<file path="src/logic/fe_decode_defs.svh">
`ifndef FE_DECODE_DEFS_SVH
`define FE_DECODE_DEFS_SVH

// Bundle geometry
`define FE_LANES        4
`define FE_INSTR_W      32
`define FE_PC_W         32
`define FE_QUEUE_DEPTH  2

// RV32 major opcodes
`define FE_OPC_LUI      7'b0110111
`define FE_OPC_AUIPC    7'b0010111
`define FE_OPC_OPIMM    7'b0010011
`define FE_OPC_OP       7'b0110011
`define FE_OPC_LOAD     7'b0000011
`define FE_OPC_STORE    7'b0100011
`define FE_OPC_BRANCH   7'b1100011
`define FE_OPC_JAL      7'b1101111
`define FE_OPC_JALR     7'b1100111
`define FE_OPC_SYSTEM   7'b1110011

// funct7 of the M extension
`define FE_F7_MULDIV    7'b0000001

`endif

</file>
<file path="src/logic/fe_decode_pkg.sv">
`include "fe_decode_defs.svh"

package fe_decode_pkg;

    //------------------------------------------------------------
    // Per-lane classification
    //------------------------------------------------------------
    // Flag order is also the bit order of the top level info bus
    typedef struct packed {
        logic invalid;
        logic exec;
        logic lsu;
        logic branch;
        logic mul;
        logic div;
        logic csr;
        logic rd_valid;
        logic fault_fetch;
        logic fault_page;
    } lane_info_t;

    //------------------------------------------------------------
    // Raw bundle as delivered by fetch
    //------------------------------------------------------------
    typedef struct packed {
        logic [`FE_PC_W-1:0]                     pc;
        // Number of valid lanes minus one
        logic [$clog2(`FE_LANES)-1:0]            count;
        logic [`FE_LANES-1:0][`FE_INSTR_W-1:0]   instr;
        logic                                    fault_fetch;
        logic                                    fault_page;
    } fetch_bundle_t;

    //------------------------------------------------------------
    // Bundle after decode
    //------------------------------------------------------------
    typedef struct packed {
        logic [`FE_PC_W-1:0]                     pc;
        logic [`FE_LANES-1:0][`FE_INSTR_W-1:0]   instr;
        logic [`FE_LANES-1:0]                    lane_valid;
        lane_info_t [`FE_LANES-1:0]              info;
    } decoded_bundle_t;

endpackage

</file>
<file path="src/logic/bundle_if.sv">
`timescale 1ns/1ns

// One bundle between two pipeline stages, valid/accept handshake
interface bundle_if #(
    parameter type payload_t = logic
);
    logic     valid;
    logic     accept;
    payload_t data;
    // Branch flush, common to all stages
    logic     flush;

    modport src (output valid, output data, input accept, input flush);
    modport dst (input valid, input data, output accept, input flush);

endinterface

</file>
<file path="src/logic/fetch_capture.sv">
`timescale 1ns/1ns

module fetch_capture (
    input  logic                          clk_i,
    input  logic                          rst_i,
    input  logic                          fetch_valid_i,
    input  fe_decode_pkg::fetch_bundle_t  fetch_bundle_i,
    output logic                          fetch_accept_o,
    bundle_if.src                         out
);

    logic                          valid_q;
    fe_decode_pkg::fetch_bundle_t  bundle_q;
    fe_decode_pkg::fetch_bundle_t  capture_w;
    logic                          fault_w;

    // Take a new bundle when empty or when the holder moves on
    assign fetch_accept_o = !valid_q || out.accept;

    // Faulted fetch carries no usable instruction words
    assign fault_w = fetch_bundle_i.fault_fetch | fetch_bundle_i.fault_page;

    always_comb
    begin
        capture_w = fetch_bundle_i;
        if (fault_w)
            capture_w.instr = '0;
    end

    //------------------------------------------------------------
    // Stage register
    //------------------------------------------------------------
    always_ff @(posedge clk_i or posedge rst_i)
    begin
        if (rst_i)
            valid_q <= 1'b0;
        else if (out.flush)
            valid_q <= 1'b0;
        else if (fetch_accept_o)
            valid_q <= fetch_valid_i;
    end

    always_ff @(posedge clk_i)
    begin
        if (fetch_accept_o && fetch_valid_i)
            bundle_q <= capture_w;
    end

    assign out.valid = valid_q;
    assign out.data  = bundle_q;

endmodule

</file>
<file path="src/logic/lane_decoder.sv">
`timescale 1ns/1ns

`include "fe_decode_defs.svh"

module lane_decoder (
    input  logic [`FE_INSTR_W-1:0]     instr_i,
    input  logic                       fault_fetch_i,
    input  logic                       fault_page_i,
    output fe_decode_pkg::lane_info_t  info_o
);

    logic [6:0] opcode_w;
    logic [2:0] funct3_w;
    logic [6:0] funct7_w;
    logic       rd_nz_w;

    // RV32 base instruction fields
    assign opcode_w = instr_i[6:0];
    assign funct3_w = instr_i[14:12];
    assign funct7_w = instr_i[31:25];
    assign rd_nz_w  = (instr_i[11:7] != 5'd0);

    always_comb
    begin
        info_o             = '0;
        info_o.fault_fetch = fault_fetch_i;
        info_o.fault_page  = fault_page_i;

        // Faulted lanes only report their fault
        if (!(fault_fetch_i || fault_page_i))
        begin
            case (opcode_w)
                `FE_OPC_LUI, `FE_OPC_AUIPC, `FE_OPC_OPIMM:
                begin
                    info_o.exec     = 1'b1;
                    info_o.rd_valid = rd_nz_w;
                end
                `FE_OPC_OP:
                begin
                    if (funct7_w == 7'b0000000 || funct7_w == 7'b0100000)
                    begin
                        info_o.exec     = 1'b1;
                        info_o.rd_valid = rd_nz_w;
                    end
                    else if (funct7_w == `FE_F7_MULDIV)
                    begin
                        // mul, mulh, mulhsu, mulhu below div/rem
                        info_o.mul      = !funct3_w[2];
                        info_o.div      = funct3_w[2];
                        info_o.rd_valid = rd_nz_w;
                    end
                    else
                        info_o.invalid  = 1'b1;
                end
                `FE_OPC_LOAD:
                begin
                    info_o.lsu      = 1'b1;
                    info_o.rd_valid = rd_nz_w;
                end
                `FE_OPC_STORE:
                    info_o.lsu = 1'b1;
                `FE_OPC_BRANCH:
                    info_o.branch = 1'b1;
                `FE_OPC_JAL, `FE_OPC_JALR:
                begin
                    info_o.branch   = 1'b1;
                    info_o.rd_valid = rd_nz_w;
                end
                `FE_OPC_SYSTEM:
                begin
                    // ecall/ebreak/mret have funct3 of zero and no rd
                    info_o.csr      = 1'b1;
                    info_o.rd_valid = rd_nz_w && (funct3_w != 3'd0);
                end
                default:
                    info_o.invalid = 1'b1;
            endcase
        end
    end

endmodule

</file>
<file path="src/logic/bundle_decode.sv">
`timescale 1ns/1ns

module bundle_decode (
    input  logic  clk_i,
    input  logic  rst_i,
    bundle_if.dst in,
    bundle_if.src out
);

    fe_decode_pkg::fetch_bundle_t    raw_w;
    fe_decode_pkg::decoded_bundle_t  dec_w;
    fe_decode_pkg::decoded_bundle_t  dec_q;
    logic                            valid_q;

    assign raw_w     = in.data;
    assign in.accept = !valid_q || out.accept;

    assign dec_w.pc    = raw_w.pc;
    assign dec_w.instr = raw_w.instr;

    // Lane k present when count >= k
    for (genvar k = 0; k < 4; k++)
    begin : g_lane_valid
        assign dec_w.lane_valid[k] = (raw_w.count >= 2'(k));
    end

    //------------------------------------------------------------
    // Lane decoders
    //------------------------------------------------------------
    lane_decoder u_lane0 (
        .instr_i       (raw_w.instr[0]),
        .fault_fetch_i (raw_w.fault_fetch),
        .fault_page_i  (raw_w.fault_page),
        .info_o        (dec_w.info[0])
    );

    lane_decoder u_lane1 (
        .instr_i       (raw_w.instr[1]),
        .fault_fetch_i (raw_w.fault_fetch),
        .fault_page_i  (raw_w.fault_page),
        .info_o        (dec_w.info[1])
    );

    lane_decoder u_lane2 (
        .instr_i       (raw_w.instr[2]),
        .fault_fetch_i (raw_w.fault_fetch),
        .fault_page_i  (raw_w.fault_page),
        .info_o        (dec_w.info[2])
    );

    lane_decoder u_lane3 (
        .instr_i       (raw_w.instr[3]),
        .fault_fetch_i (raw_w.fault_fetch),
        .fault_page_i  (raw_w.fault_page),
        .info_o        (dec_w.info[3])
    );

    //------------------------------------------------------------
    // Stage register
    //------------------------------------------------------------
    always_ff @(posedge clk_i or posedge rst_i)
    begin
        if (rst_i)
            valid_q <= 1'b0;
        else if (in.flush)
            valid_q <= 1'b0;
        else if (in.accept)
            valid_q <= in.valid;
    end

    always_ff @(posedge clk_i)
    begin
        if (in.accept && in.valid)
            dec_q <= dec_w;
    end

    assign out.valid = valid_q;
    assign out.data  = dec_q;

endmodule

</file>
<file path="src/logic/issue_queue.sv">
`timescale 1ns/1ns

`include "fe_decode_defs.svh"

module issue_queue (
    input  logic                                     clk_i,
    input  logic                                     rst_i,
    input  logic [`FE_LANES-1:0]                     lane_accept_i,
    bundle_if.dst                                    in,
    output logic [`FE_LANES-1:0]                     lane_valid_o,
    output logic [`FE_LANES-1:0][`FE_PC_W-1:0]       lane_pc_o,
    output logic [`FE_LANES-1:0][`FE_INSTR_W-1:0]    lane_instr_o,
    output fe_decode_pkg::lane_info_t [`FE_LANES-1:0] lane_info_o
);

    localparam int DEPTH = `FE_QUEUE_DEPTH;
    localparam int PTR_W = (DEPTH > 1) ? $clog2(DEPTH) : 1;
    localparam int CNT_W = $clog2(DEPTH + 1);

    //------------------------------------------------------------
    // Storage
    //------------------------------------------------------------
    fe_decode_pkg::decoded_bundle_t  mem_q [DEPTH];
    // Lanes of each entry still waiting to be taken
    logic [`FE_LANES-1:0]            left_q [DEPTH];
    logic [PTR_W-1:0]                rd_ptr_q;
    logic [PTR_W-1:0]                wr_ptr_q;
    logic [CNT_W-1:0]                count_q;

    fe_decode_pkg::decoded_bundle_t  in_w;
    fe_decode_pkg::decoded_bundle_t  head_w;
    logic                            push_w;
    logic                            pop_w;
    logic [`FE_LANES-1:0]            take_w;

    function automatic logic [PTR_W-1:0] next_ptr(input logic [PTR_W-1:0] ptr);
        if (ptr == PTR_W'(DEPTH - 1))
            return '0;
        return ptr + 1'b1;
    endfunction

    assign in_w      = in.data;
    assign head_w    = mem_q[rd_ptr_q];
    assign in.accept = (count_q < CNT_W'(DEPTH));
    assign push_w    = in.valid && in.accept;

    assign lane_valid_o = (count_q != '0) ? left_q[rd_ptr_q] : '0;
    assign take_w       = lane_accept_i & lane_valid_o;

    // Head retires once nothing valid is left after this edge
    assign pop_w = (count_q != '0) && ((take_w | ~lane_valid_o) == '1);

    //------------------------------------------------------------
    // Control
    //------------------------------------------------------------
    always_ff @(posedge clk_i or posedge rst_i)
    begin
        if (rst_i)
        begin
            rd_ptr_q <= '0;
            wr_ptr_q <= '0;
            count_q  <= '0;
            for (int i = 0; i < DEPTH; i++)
                left_q[i] <= '0;
        end
        else if (in.flush)
        begin
            rd_ptr_q <= '0;
            wr_ptr_q <= '0;
            count_q  <= '0;
            for (int i = 0; i < DEPTH; i++)
                left_q[i] <= '0;
        end
        else
        begin
            if (push_w)
            begin
                left_q[wr_ptr_q] <= in_w.lane_valid;
                wr_ptr_q         <= next_ptr(wr_ptr_q);
            end

            // Never the write slot, the queue is not full on a push
            for (int k = 0; k < `FE_LANES; k++)
            begin
                if (take_w[k])
                    left_q[rd_ptr_q][k] <= 1'b0;
            end

            if (pop_w)
                rd_ptr_q <= next_ptr(rd_ptr_q);

            case ({push_w, pop_w})
                2'b10:   count_q <= count_q + 1'b1;
                2'b01:   count_q <= count_q - 1'b1;
                default: count_q <= count_q;
            endcase
        end
    end

    always_ff @(posedge clk_i)
    begin
        if (push_w)
            mem_q[wr_ptr_q] <= in_w;
    end

    //------------------------------------------------------------
    // Lane outputs
    //------------------------------------------------------------
    always_comb
    begin
        for (int k = 0; k < `FE_LANES; k++)
        begin
            // Bundle is 16-byte aligned, lane offset in the low bits
            lane_pc_o[k] = {head_w.pc[`FE_PC_W-1:4], 4'(4 * k)};
        end
    end

    assign lane_instr_o = head_w.instr;
    assign lane_info_o  = head_w.info;

endmodule

</file>
<file path="src/logic/fe_decode.sv">
`timescale 1ns/1ns

`include "fe_decode_defs.svh"

module fe_decode (
    input  logic                             clk_i,
    input  logic                             rst_i,
    input  logic                             fetch_valid_i,
    input  logic [`FE_PC_W-1:0]              fetch_pc_i,
    input  logic [`FE_LANES*`FE_INSTR_W-1:0] fetch_instr_i,
    input  logic [$clog2(`FE_LANES)-1:0]     fetch_count_i,
    input  logic                             fetch_fault_fetch_i,
    input  logic                             fetch_fault_page_i,
    input  logic                             branch_request_i,
    input  logic [`FE_LANES-1:0]             lane_accept_i,
    output logic                             fetch_accept_o,
    output logic [`FE_LANES-1:0]             lane_valid_o,
    output logic [`FE_LANES*`FE_PC_W-1:0]    lane_pc_o,
    output logic [`FE_LANES*`FE_INSTR_W-1:0] lane_instr_o,
    output logic [`FE_LANES*10-1:0]          lane_info_o
);

    fe_decode_pkg::fetch_bundle_t                fetch_bundle_w;
    logic [`FE_LANES-1:0][`FE_PC_W-1:0]          lane_pc_w;
    logic [`FE_LANES-1:0][`FE_INSTR_W-1:0]       lane_instr_w;
    fe_decode_pkg::lane_info_t [`FE_LANES-1:0]   lane_info_w;

    bundle_if #(.payload_t(fe_decode_pkg::fetch_bundle_t))   raw_if ();
    bundle_if #(.payload_t(fe_decode_pkg::decoded_bundle_t)) dec_if ();

    // Branch redirect empties every stage
    assign raw_if.flush = branch_request_i;
    assign dec_if.flush = branch_request_i;

    //------------------------------------------------------------
    // Fetch side
    //------------------------------------------------------------
    assign fetch_bundle_w.pc          = fetch_pc_i;
    assign fetch_bundle_w.count       = fetch_count_i;
    assign fetch_bundle_w.instr       = fetch_instr_i;
    assign fetch_bundle_w.fault_fetch = fetch_fault_fetch_i;
    assign fetch_bundle_w.fault_page  = fetch_fault_page_i;

    fetch_capture u_capture (
        .clk_i          (clk_i),
        .rst_i          (rst_i),
        .fetch_valid_i  (fetch_valid_i),
        .fetch_bundle_i (fetch_bundle_w),
        .fetch_accept_o (fetch_accept_o),
        .out            (raw_if)
    );

    bundle_decode u_decode (
        .clk_i (clk_i),
        .rst_i (rst_i),
        .in    (raw_if),
        .out   (dec_if)
    );

    issue_queue u_queue (
        .clk_i         (clk_i),
        .rst_i         (rst_i),
        .lane_accept_i (lane_accept_i),
        .in            (dec_if),
        .lane_valid_o  (lane_valid_o),
        .lane_pc_o     (lane_pc_w),
        .lane_instr_o  (lane_instr_w),
        .lane_info_o   (lane_info_w)
    );

    // Lane 0 in the low bits of each flat bus
    assign lane_pc_o    = lane_pc_w;
    assign lane_instr_o = lane_instr_w;
    assign lane_info_o  = lane_info_w;

endmodule

</file>
<file path="config.mk">
export PLATFORM = sky130hd
export DESIGN_NAME = fe_decode
export DESIGN_NICKNAME = d
export VERILOG_FILES = /design/src/logic/fe_decode_pkg.sv /design/src/logic/bundle_if.sv /design/src/logic/fetch_capture.sv /design/src/logic/lane_decoder.sv /design/src/logic/bundle_decode.sv /design/src/logic/issue_queue.sv /design/src/logic/fe_decode.sv
export VERILOG_INCLUDE_DIRS = /design/src /design/src/logic
export SDC_FILE = /design/constraint.sdc
export NUM_CORES = 1
export LEC_CHECK = 0
export ABC_CLOCK_PERIOD_IN_PS = 20900
export CORE_MARGIN = 1
export CORE_UTILIZATION = 27
export DETAILED_ROUTE_END_ITERATION = 8
export DONT_BUFFER_PORTS = 1
export GPL_ROUTABILITY_DRIVEN = 0
export GPL_TIMING_DRIVEN = 0
export PLACE_DENSITY = 0.48
export SYNTH_ARGS = -nofsm -noshare
export SYNTH_HDL_FRONTEND = slang
export SYNTH_SLANG_ARGS = --single-unit
export TNS_END_PERCENT = 50
</file>
<file path="constraint.sdc">
create_clock -name clk_i -period 20.9 [get_ports clk_i]
set_clock_uncertainty 0.1 [all_clocks]
set_input_delay 2.09 -clock clk_i [delete_from_list [all_inputs] [get_ports clk_i]]
set_output_delay 2.09 -clock clk_i [all_outputs]
set_load 0.05 [all_outputs]
</file>
Word level (Yosys, flattened, before mapping):

Memory sizes are Yosys's and may differ from the RTL's.
Cells that the tools add are included.

* add/subtract/negate cells: 4
* multipliers: 0
* div/mod/pow operators: 0
* magnitude comparators: 9
* eq/ne operators: 51
* shifts and indexed selects: 0
* mux-type cells: 91
* bitwise operators: 22
* reduce and logical (&&, ||, !) cells: 65

Operators by type and width (count)
* == test 7 x 6 -> 1 bit, second input constant: 16
* == test 7 bit, second input constant: 16
* 2-to-1 mux 8 bit: 10
* == test 7 x 5 -> 1 bit, second input constant: 8
* 2-to-1 mux 1 bit: 53
* OR reduction 9 bit: 4
* AND 8 bit: 4
* NOT 8 bit: 4
* == test 7 x 1 -> 1 bit, second input constant: 4
* == test 7 x 2 -> 1 bit, second input constant: 4
* logical NOT 7 bit: 4
* 2-to-1 mux 4 bit: 6
* OR reduction 3 bit: 8
* OR reduction 6 bit: 4
* demux 4 bit (select 1 bit): 5
* nonzero test 5 bit: 4
* case mux 1 bit (2 select lines): 8
* OR reduction 4 bit: 4
* nonzero test 3 bit: 5
* case mux 1 bit (3 select lines): 4
* logical AND 1 bit: 10
* nonzero test 2 bit: 5
* bitwise mux 8 bit: 1
* greater-or-equal comparator 2 bit, second input constant: 4
* other kinds (21): 47

* register bits after elaboration: 376
* bits in latches: 0
* bits in writable memories: 408
* ROM bits: 0
* bits of input ports: 172
* output and inout bits: 301
* memories kept: 1

Memory list
* u_queue.mem_q: depth 2, bits a word 204, read ports 1, clocked after memory_dff 0, write ports 1, RTL line issue_queue.sv:23 `fe_decode_pkg::decoded_bundle_t mem_q [DEPTH];`

Longest topological paths before layout:

* word-level depth: 20
* gate-level depth with buffers: 7
* depth with buffers taken out: 5

By module:

Synthesis repeated with hierarchy kept, for this count alone.

* cell total of the unflattened synthesis: 1462
* area total of the unflattened synthesis: 28631.2 µm²

Modules (own cells, without submodules)
* issue_queue: instances 1, cells each 775, area an instance 15541.2 µm²
* bundle_decode: instances 1, cells each 214, area an instance 6187.2 µm²
* fetch_capture: instances 1, cells each 313, area an instance 5856.9 µm²
* lane_decoder: instances 4, cells each 40, area an instance 261.5 µm²

Least setup slack after synthesis:

OpenSTA, ideal clock, no wires.

* path kind: register to register
* start point: register u_queue.count_q[1]
* end point: register u_decode.dec_q, in the netlist u_decode.out.data[100] (enable)
* library setup time: 1.040 ns
* data arrival time: 14.435 ns
* required time: 19.760 ns
* path slack: 5.325 ns
* stages on the path, launching flop included: 3
* path buffers: 1
* cells stage by stage: dfrtp_1 -> clkbuf_1 -> a21boi_0

* cells in the longest elaborated chain, start to end: 3

Ends and longest elaborated chain
* start: declaration: RTL line issue_queue.sv:28 `logic [CNT_W-1:0] count_q;`
* start signal: assignment: RTL line issue_queue.sv:93 `2'b10: count_q <= count_q + 1'b1;`
* start signal: assignment: RTL line issue_queue.sv:94 `2'b01: count_q <= count_q - 1'b1;`
* start signal: assignment: RTL line issue_queue.sv:95 `default: count_q <= count_q;`
* less-than comparator 2 bit: RTL line issue_queue.sv:44 `assign in.accept = (count_q < CNT_W'(DEPTH));`
* logical OR 1 bit: RTL line bundle_decode.sv:16 `assign in.accept = !valid_q || out.accept;`
* logical AND 1 bit: RTL line bundle_decode.sv:73 `if (in.accept && in.valid)`
* end signal: assignment: RTL line bundle_decode.sv:74 `dec_q <= dec_w;`
* end: declaration: RTL line bundle_decode.sv:12 `fe_decode_pkg::decoded_bundle_t dec_q;`

Every way passes these cells.
A chain may end at the register's enable or synchronous reset.

Worst setup path in the final report:

* start point: register u_queue.rd_ptr_q
* end point: output lane_pc_o[105]

* cells in the longest elaborated chain, start to end: 1

Ends and longest elaborated chain
* start: declaration: RTL line issue_queue.sv:26 `logic [PTR_W-1:0] rd_ptr_q;`
* start signal: assignment: RTL line issue_queue.sv:90 `rd_ptr_q <= next_ptr(rd_ptr_q);`
* memory (2 x 204 bit)
* end: declaration: RTL line fe_decode.sv:18 `` output logic [`FE_LANES*`FE_PC_W-1:0] lane_pc_o, ``

Every way passes these cells.

==> summary.md <==
| Metric | Value |
|---|---|
| Status | `completed` |
| Worst ir drop on vdd | `0.0000756 V` |
| DR vias | `12500` |
| Dpl cell area | `29700 sq um` |
| Commonest non-fill, non-tap cells in the layout | `edfxtp_1 (733), mux2_2 (190), and2_1 (132)` |
| Filler instances | `9572` |
| Yosys cell types | `56` |
| Largest net degree at the start of global routing | `101` |
| Register area | `22400 sq um` |
| Critical-path cell list | `buf_2 > buf_2 > clkbuf_1 > buf_2 > mux2_2 > buf_4` |
| Die width | `321 microns` |
| Mapped Area | `27500 sq um` |
| Sink Count | `747` |
| First-pass GRT wire length | `94300 microns` |
| Seq/Total Area, Yosys | `81.3%` |
| Final instance area | `32500 sq um` |
| Synth Warn # | `0` |
| Area contributors post-synth | `edfxtp_1 (80%), mux2_2 (7.8%), and2_1 (3.0%)` |
| Num ports | `473` |
| Initial Util | `27.4%` |
| Max stage delay on crit path | `0.59 ns` |
| Clock latency on the worst-skew pair | `0.66 ns` |
| Synth Flop Type | `edfxtp_1` |
| Hold Path Class | `reg2reg` |
| Startpoint types | `register` |
| Vias in the first global route | `12800` |
| TritonCTS clock tree | `yes` |
| CP max-delay cell | `buf_2` |
| Clock Tree Buf Depth | `3` |
| Vias per inst | `4.20` |
| Post-synth EDFFs | `733` |
| Congestion Overflow GR | `0` |
| Clk slew on worst S/H paths | `0.06 ns` |
| DRT Pass-1 Iters | `5` |
| Commonest non-fill, non-tap cell in the layout | `edfxtp_1` |
| Synth top area share | `80.0%` |
| Worst Tran Pin Value | `1.33 ns` |
| Post-layout minimum cycle time | `5.40 ns` |
| Max_slew headroom | `11.5%` |
| Routed WL | `68700 microns` |
| Fmax | `185 MHz` |
| Unrepaired setup endpoints after global routing | `no` |
| Fin. max-slew vios | `0` |
| Fraction of layout cells with a size suffix above 1 | `29.6%` |
| Gr usage total | `13.1%` |
| Max-cap check violation count | `0` |
| Dominant cell type by area after synthesis | `edfxtp_1` |
| Total CTS buffers | `86` |
| Layout area overhead | `18.2%` |
| Post-CTS Setup Inserts | `0` |
| Critical path class | `reg2out` |
| Multi-input logic area | `4210 sq um` |
| Fraction of registers with async set/reset | `1.87%` |
| Tcrit/Tclk final | `25.8%` |
| Power Dens Cells | `119 nW/um^2` |
| Net count reported at finish | `1701` |
| Routed Antenna Nets | `0` |
| PortBufs | `0` |
| Die area | `103000 sq um` |
| Routed wire length per instance | `23.2 microns` |
| Leak | `10.8 nW` |
| Critical path endpoint category | `output pin` |
| Initial antenna violation count | `22` |
| CTS resizes | `0` |
| Chip height | `321 microns` |
| Total power | `0.00388 W` |
| Syn Area/Cell | `19.5 sq um` |
| Number of cell rows | `116` |
| Hold buffer count at cts | `0` |
| Critical Path RT | `18.71 ns` |
| Final setup violation count | `0` |
| Final Hold Fails | `0` |
| Worst EP arrival | `3.21 ns` |
| FF+latch count, synth | `747` |
| Core ar. | `101000 sq um` |
| Crit path max fanout | `10` |
| DRC viols | `0` |
| Htree depth | `3` |
| Initial DRC count | `837` |
| Cell mode on critical path | `buf_2` |
| Synth Instances | `1411` |
| DP Wirelength | `46700 microns` |
| CTS root buffer | `clkbuf_16` |
-- through the flow --
stage / instances / hold WS [ns] / setup TNS [ns] / setup slack (ns) / util, %
2_1_floorplan: 1425 / 0.300 / 0 / 5.33 / -
3_3_place_gp: 2782 / 0.300 / -1137.98 / -5.95 / 29.1
3_5_place_dp: 2798 / 0.305 / 0 / 16.10 / 29.5
4_1_cts: 2955 / 0.291 / 0 / 15.36 / 32.3
5_1_grt: 2958 / 0.305 / 0 / 15.29 / 32.3
6_report: 2965 / 0.300 / 0 / 15.50 / 32.3
-- logic make-up (layout without fill, tap and decap cells) --
kind of cell / count (synthesis) / after routing / synth area share (%)
and+or+nand+nor: 251 / 251 / 5.47
muxes: 200 / 200 / 8.14
other: 2 / 26 / 0.0273
AOI/OAI and AO/OA: 49 / 49 / 1.33
buffers and inverters: 159 / 332 / 3.68
xor gates and xnor gates: 3 / 3 / 0.0955
DFF: 747 / 747 / 81.3
-- cell usage after synthesis, types with 5 or more instances --
cell type	count
nor2b_1	5
buf_1	8
buf_4	106
nor2_1	29
buf_2	15
nand2_1	13
mux2_2	190
a211oi_1	7
inv_1	11
clkbuf_1	19
dfrtp_1	14
nor4_1	7
nand2b_1	6
or3_1	7
and3b_1	5
a311oi_1	6
a21oi_1	8
nor3_1	11
o21ai_0	5
or2_2	5
mux2i_1	10
and2_1	133
edfxtp_1	733
or4_1	6
-- metal layers --
layer | vias to the layer above | GRT usage [%] | wire length [microns]
met5 | - | 0 | 116
met4 | 16 | 3.97 | 1670
met3 | 123 | 4.88 | 5740
met2 | 430 | 21.6 | 33400
met1 | 6340 | 15.9 | 27800
li1 | 5551 | - | -
-- worst max-delay path, delay by kind of cell, from the launching register on --
| family | cells | cell delay (ns) |
|---|---|---|
| buffers and inverters | 5 | 1.67 |
| DFF | 1 | 0.31 |
| muxes | 1 | 0.56 |
-- state kept, by name, indices dropped and copies added (netlist names) --
name                 count
u_queue.rd_ptr_q         1
u_queue.count_q          2
u_queue.wr_ptr_q         1
u_decode.out.data      193
u_capture.out.valid      1
u_decode.out.valid       1
u_queue.left_q           8
u_queue.mem_q          380
u_capture.out.data     160
-- final timing paths --
check | to | slack, ns | cells after the start | start
worst max-delay path | lane_pc_o[105] | 15.50 | 6 | u_queue.rd_ptr_q
worst min-delay path | u_decode.out.data[200] | 0.30 | 0 | u_capture.out.data[160]
worst max register to register | u_queue.mem_q[0][6] | 17.92 | 6 | u_queue.count_q[1]
worst min register to register | u_decode.out.data[200] | 0.30 | 0 | u_capture.out.data[160]
max in group asynchronous | u_queue.left_q[2] | 19.05 | 1 | rst_i
min in group asynchronous | u_queue.count_q[0] | 1.28 | 1 | rst_i
-- cell type report --
type                    count  area share, %
repair buffers             16           1.11
flip-flops and latches    747           68.7
clock buffers             103           6.88
well taps                1357           5.22
plain buffers             148           3.02
inverters                  11          0.150
clock inverters            54           1.87
multi-input cells         519           13.0
diodes                     10         0.0769
-- power by group --
group | total (W) | switching (W) | internal (W) | leakage, nW
sequential | 0.00173 | 0.0000251 | 0.00170 | 7.10
clock | 0.00151 | 0.000612 | 0.000895 | 1.39
combinational | 0.000644 | 0.000506 | 0.000138 | 2.29
Note: power is estimated with default switching activity, not from simulation.
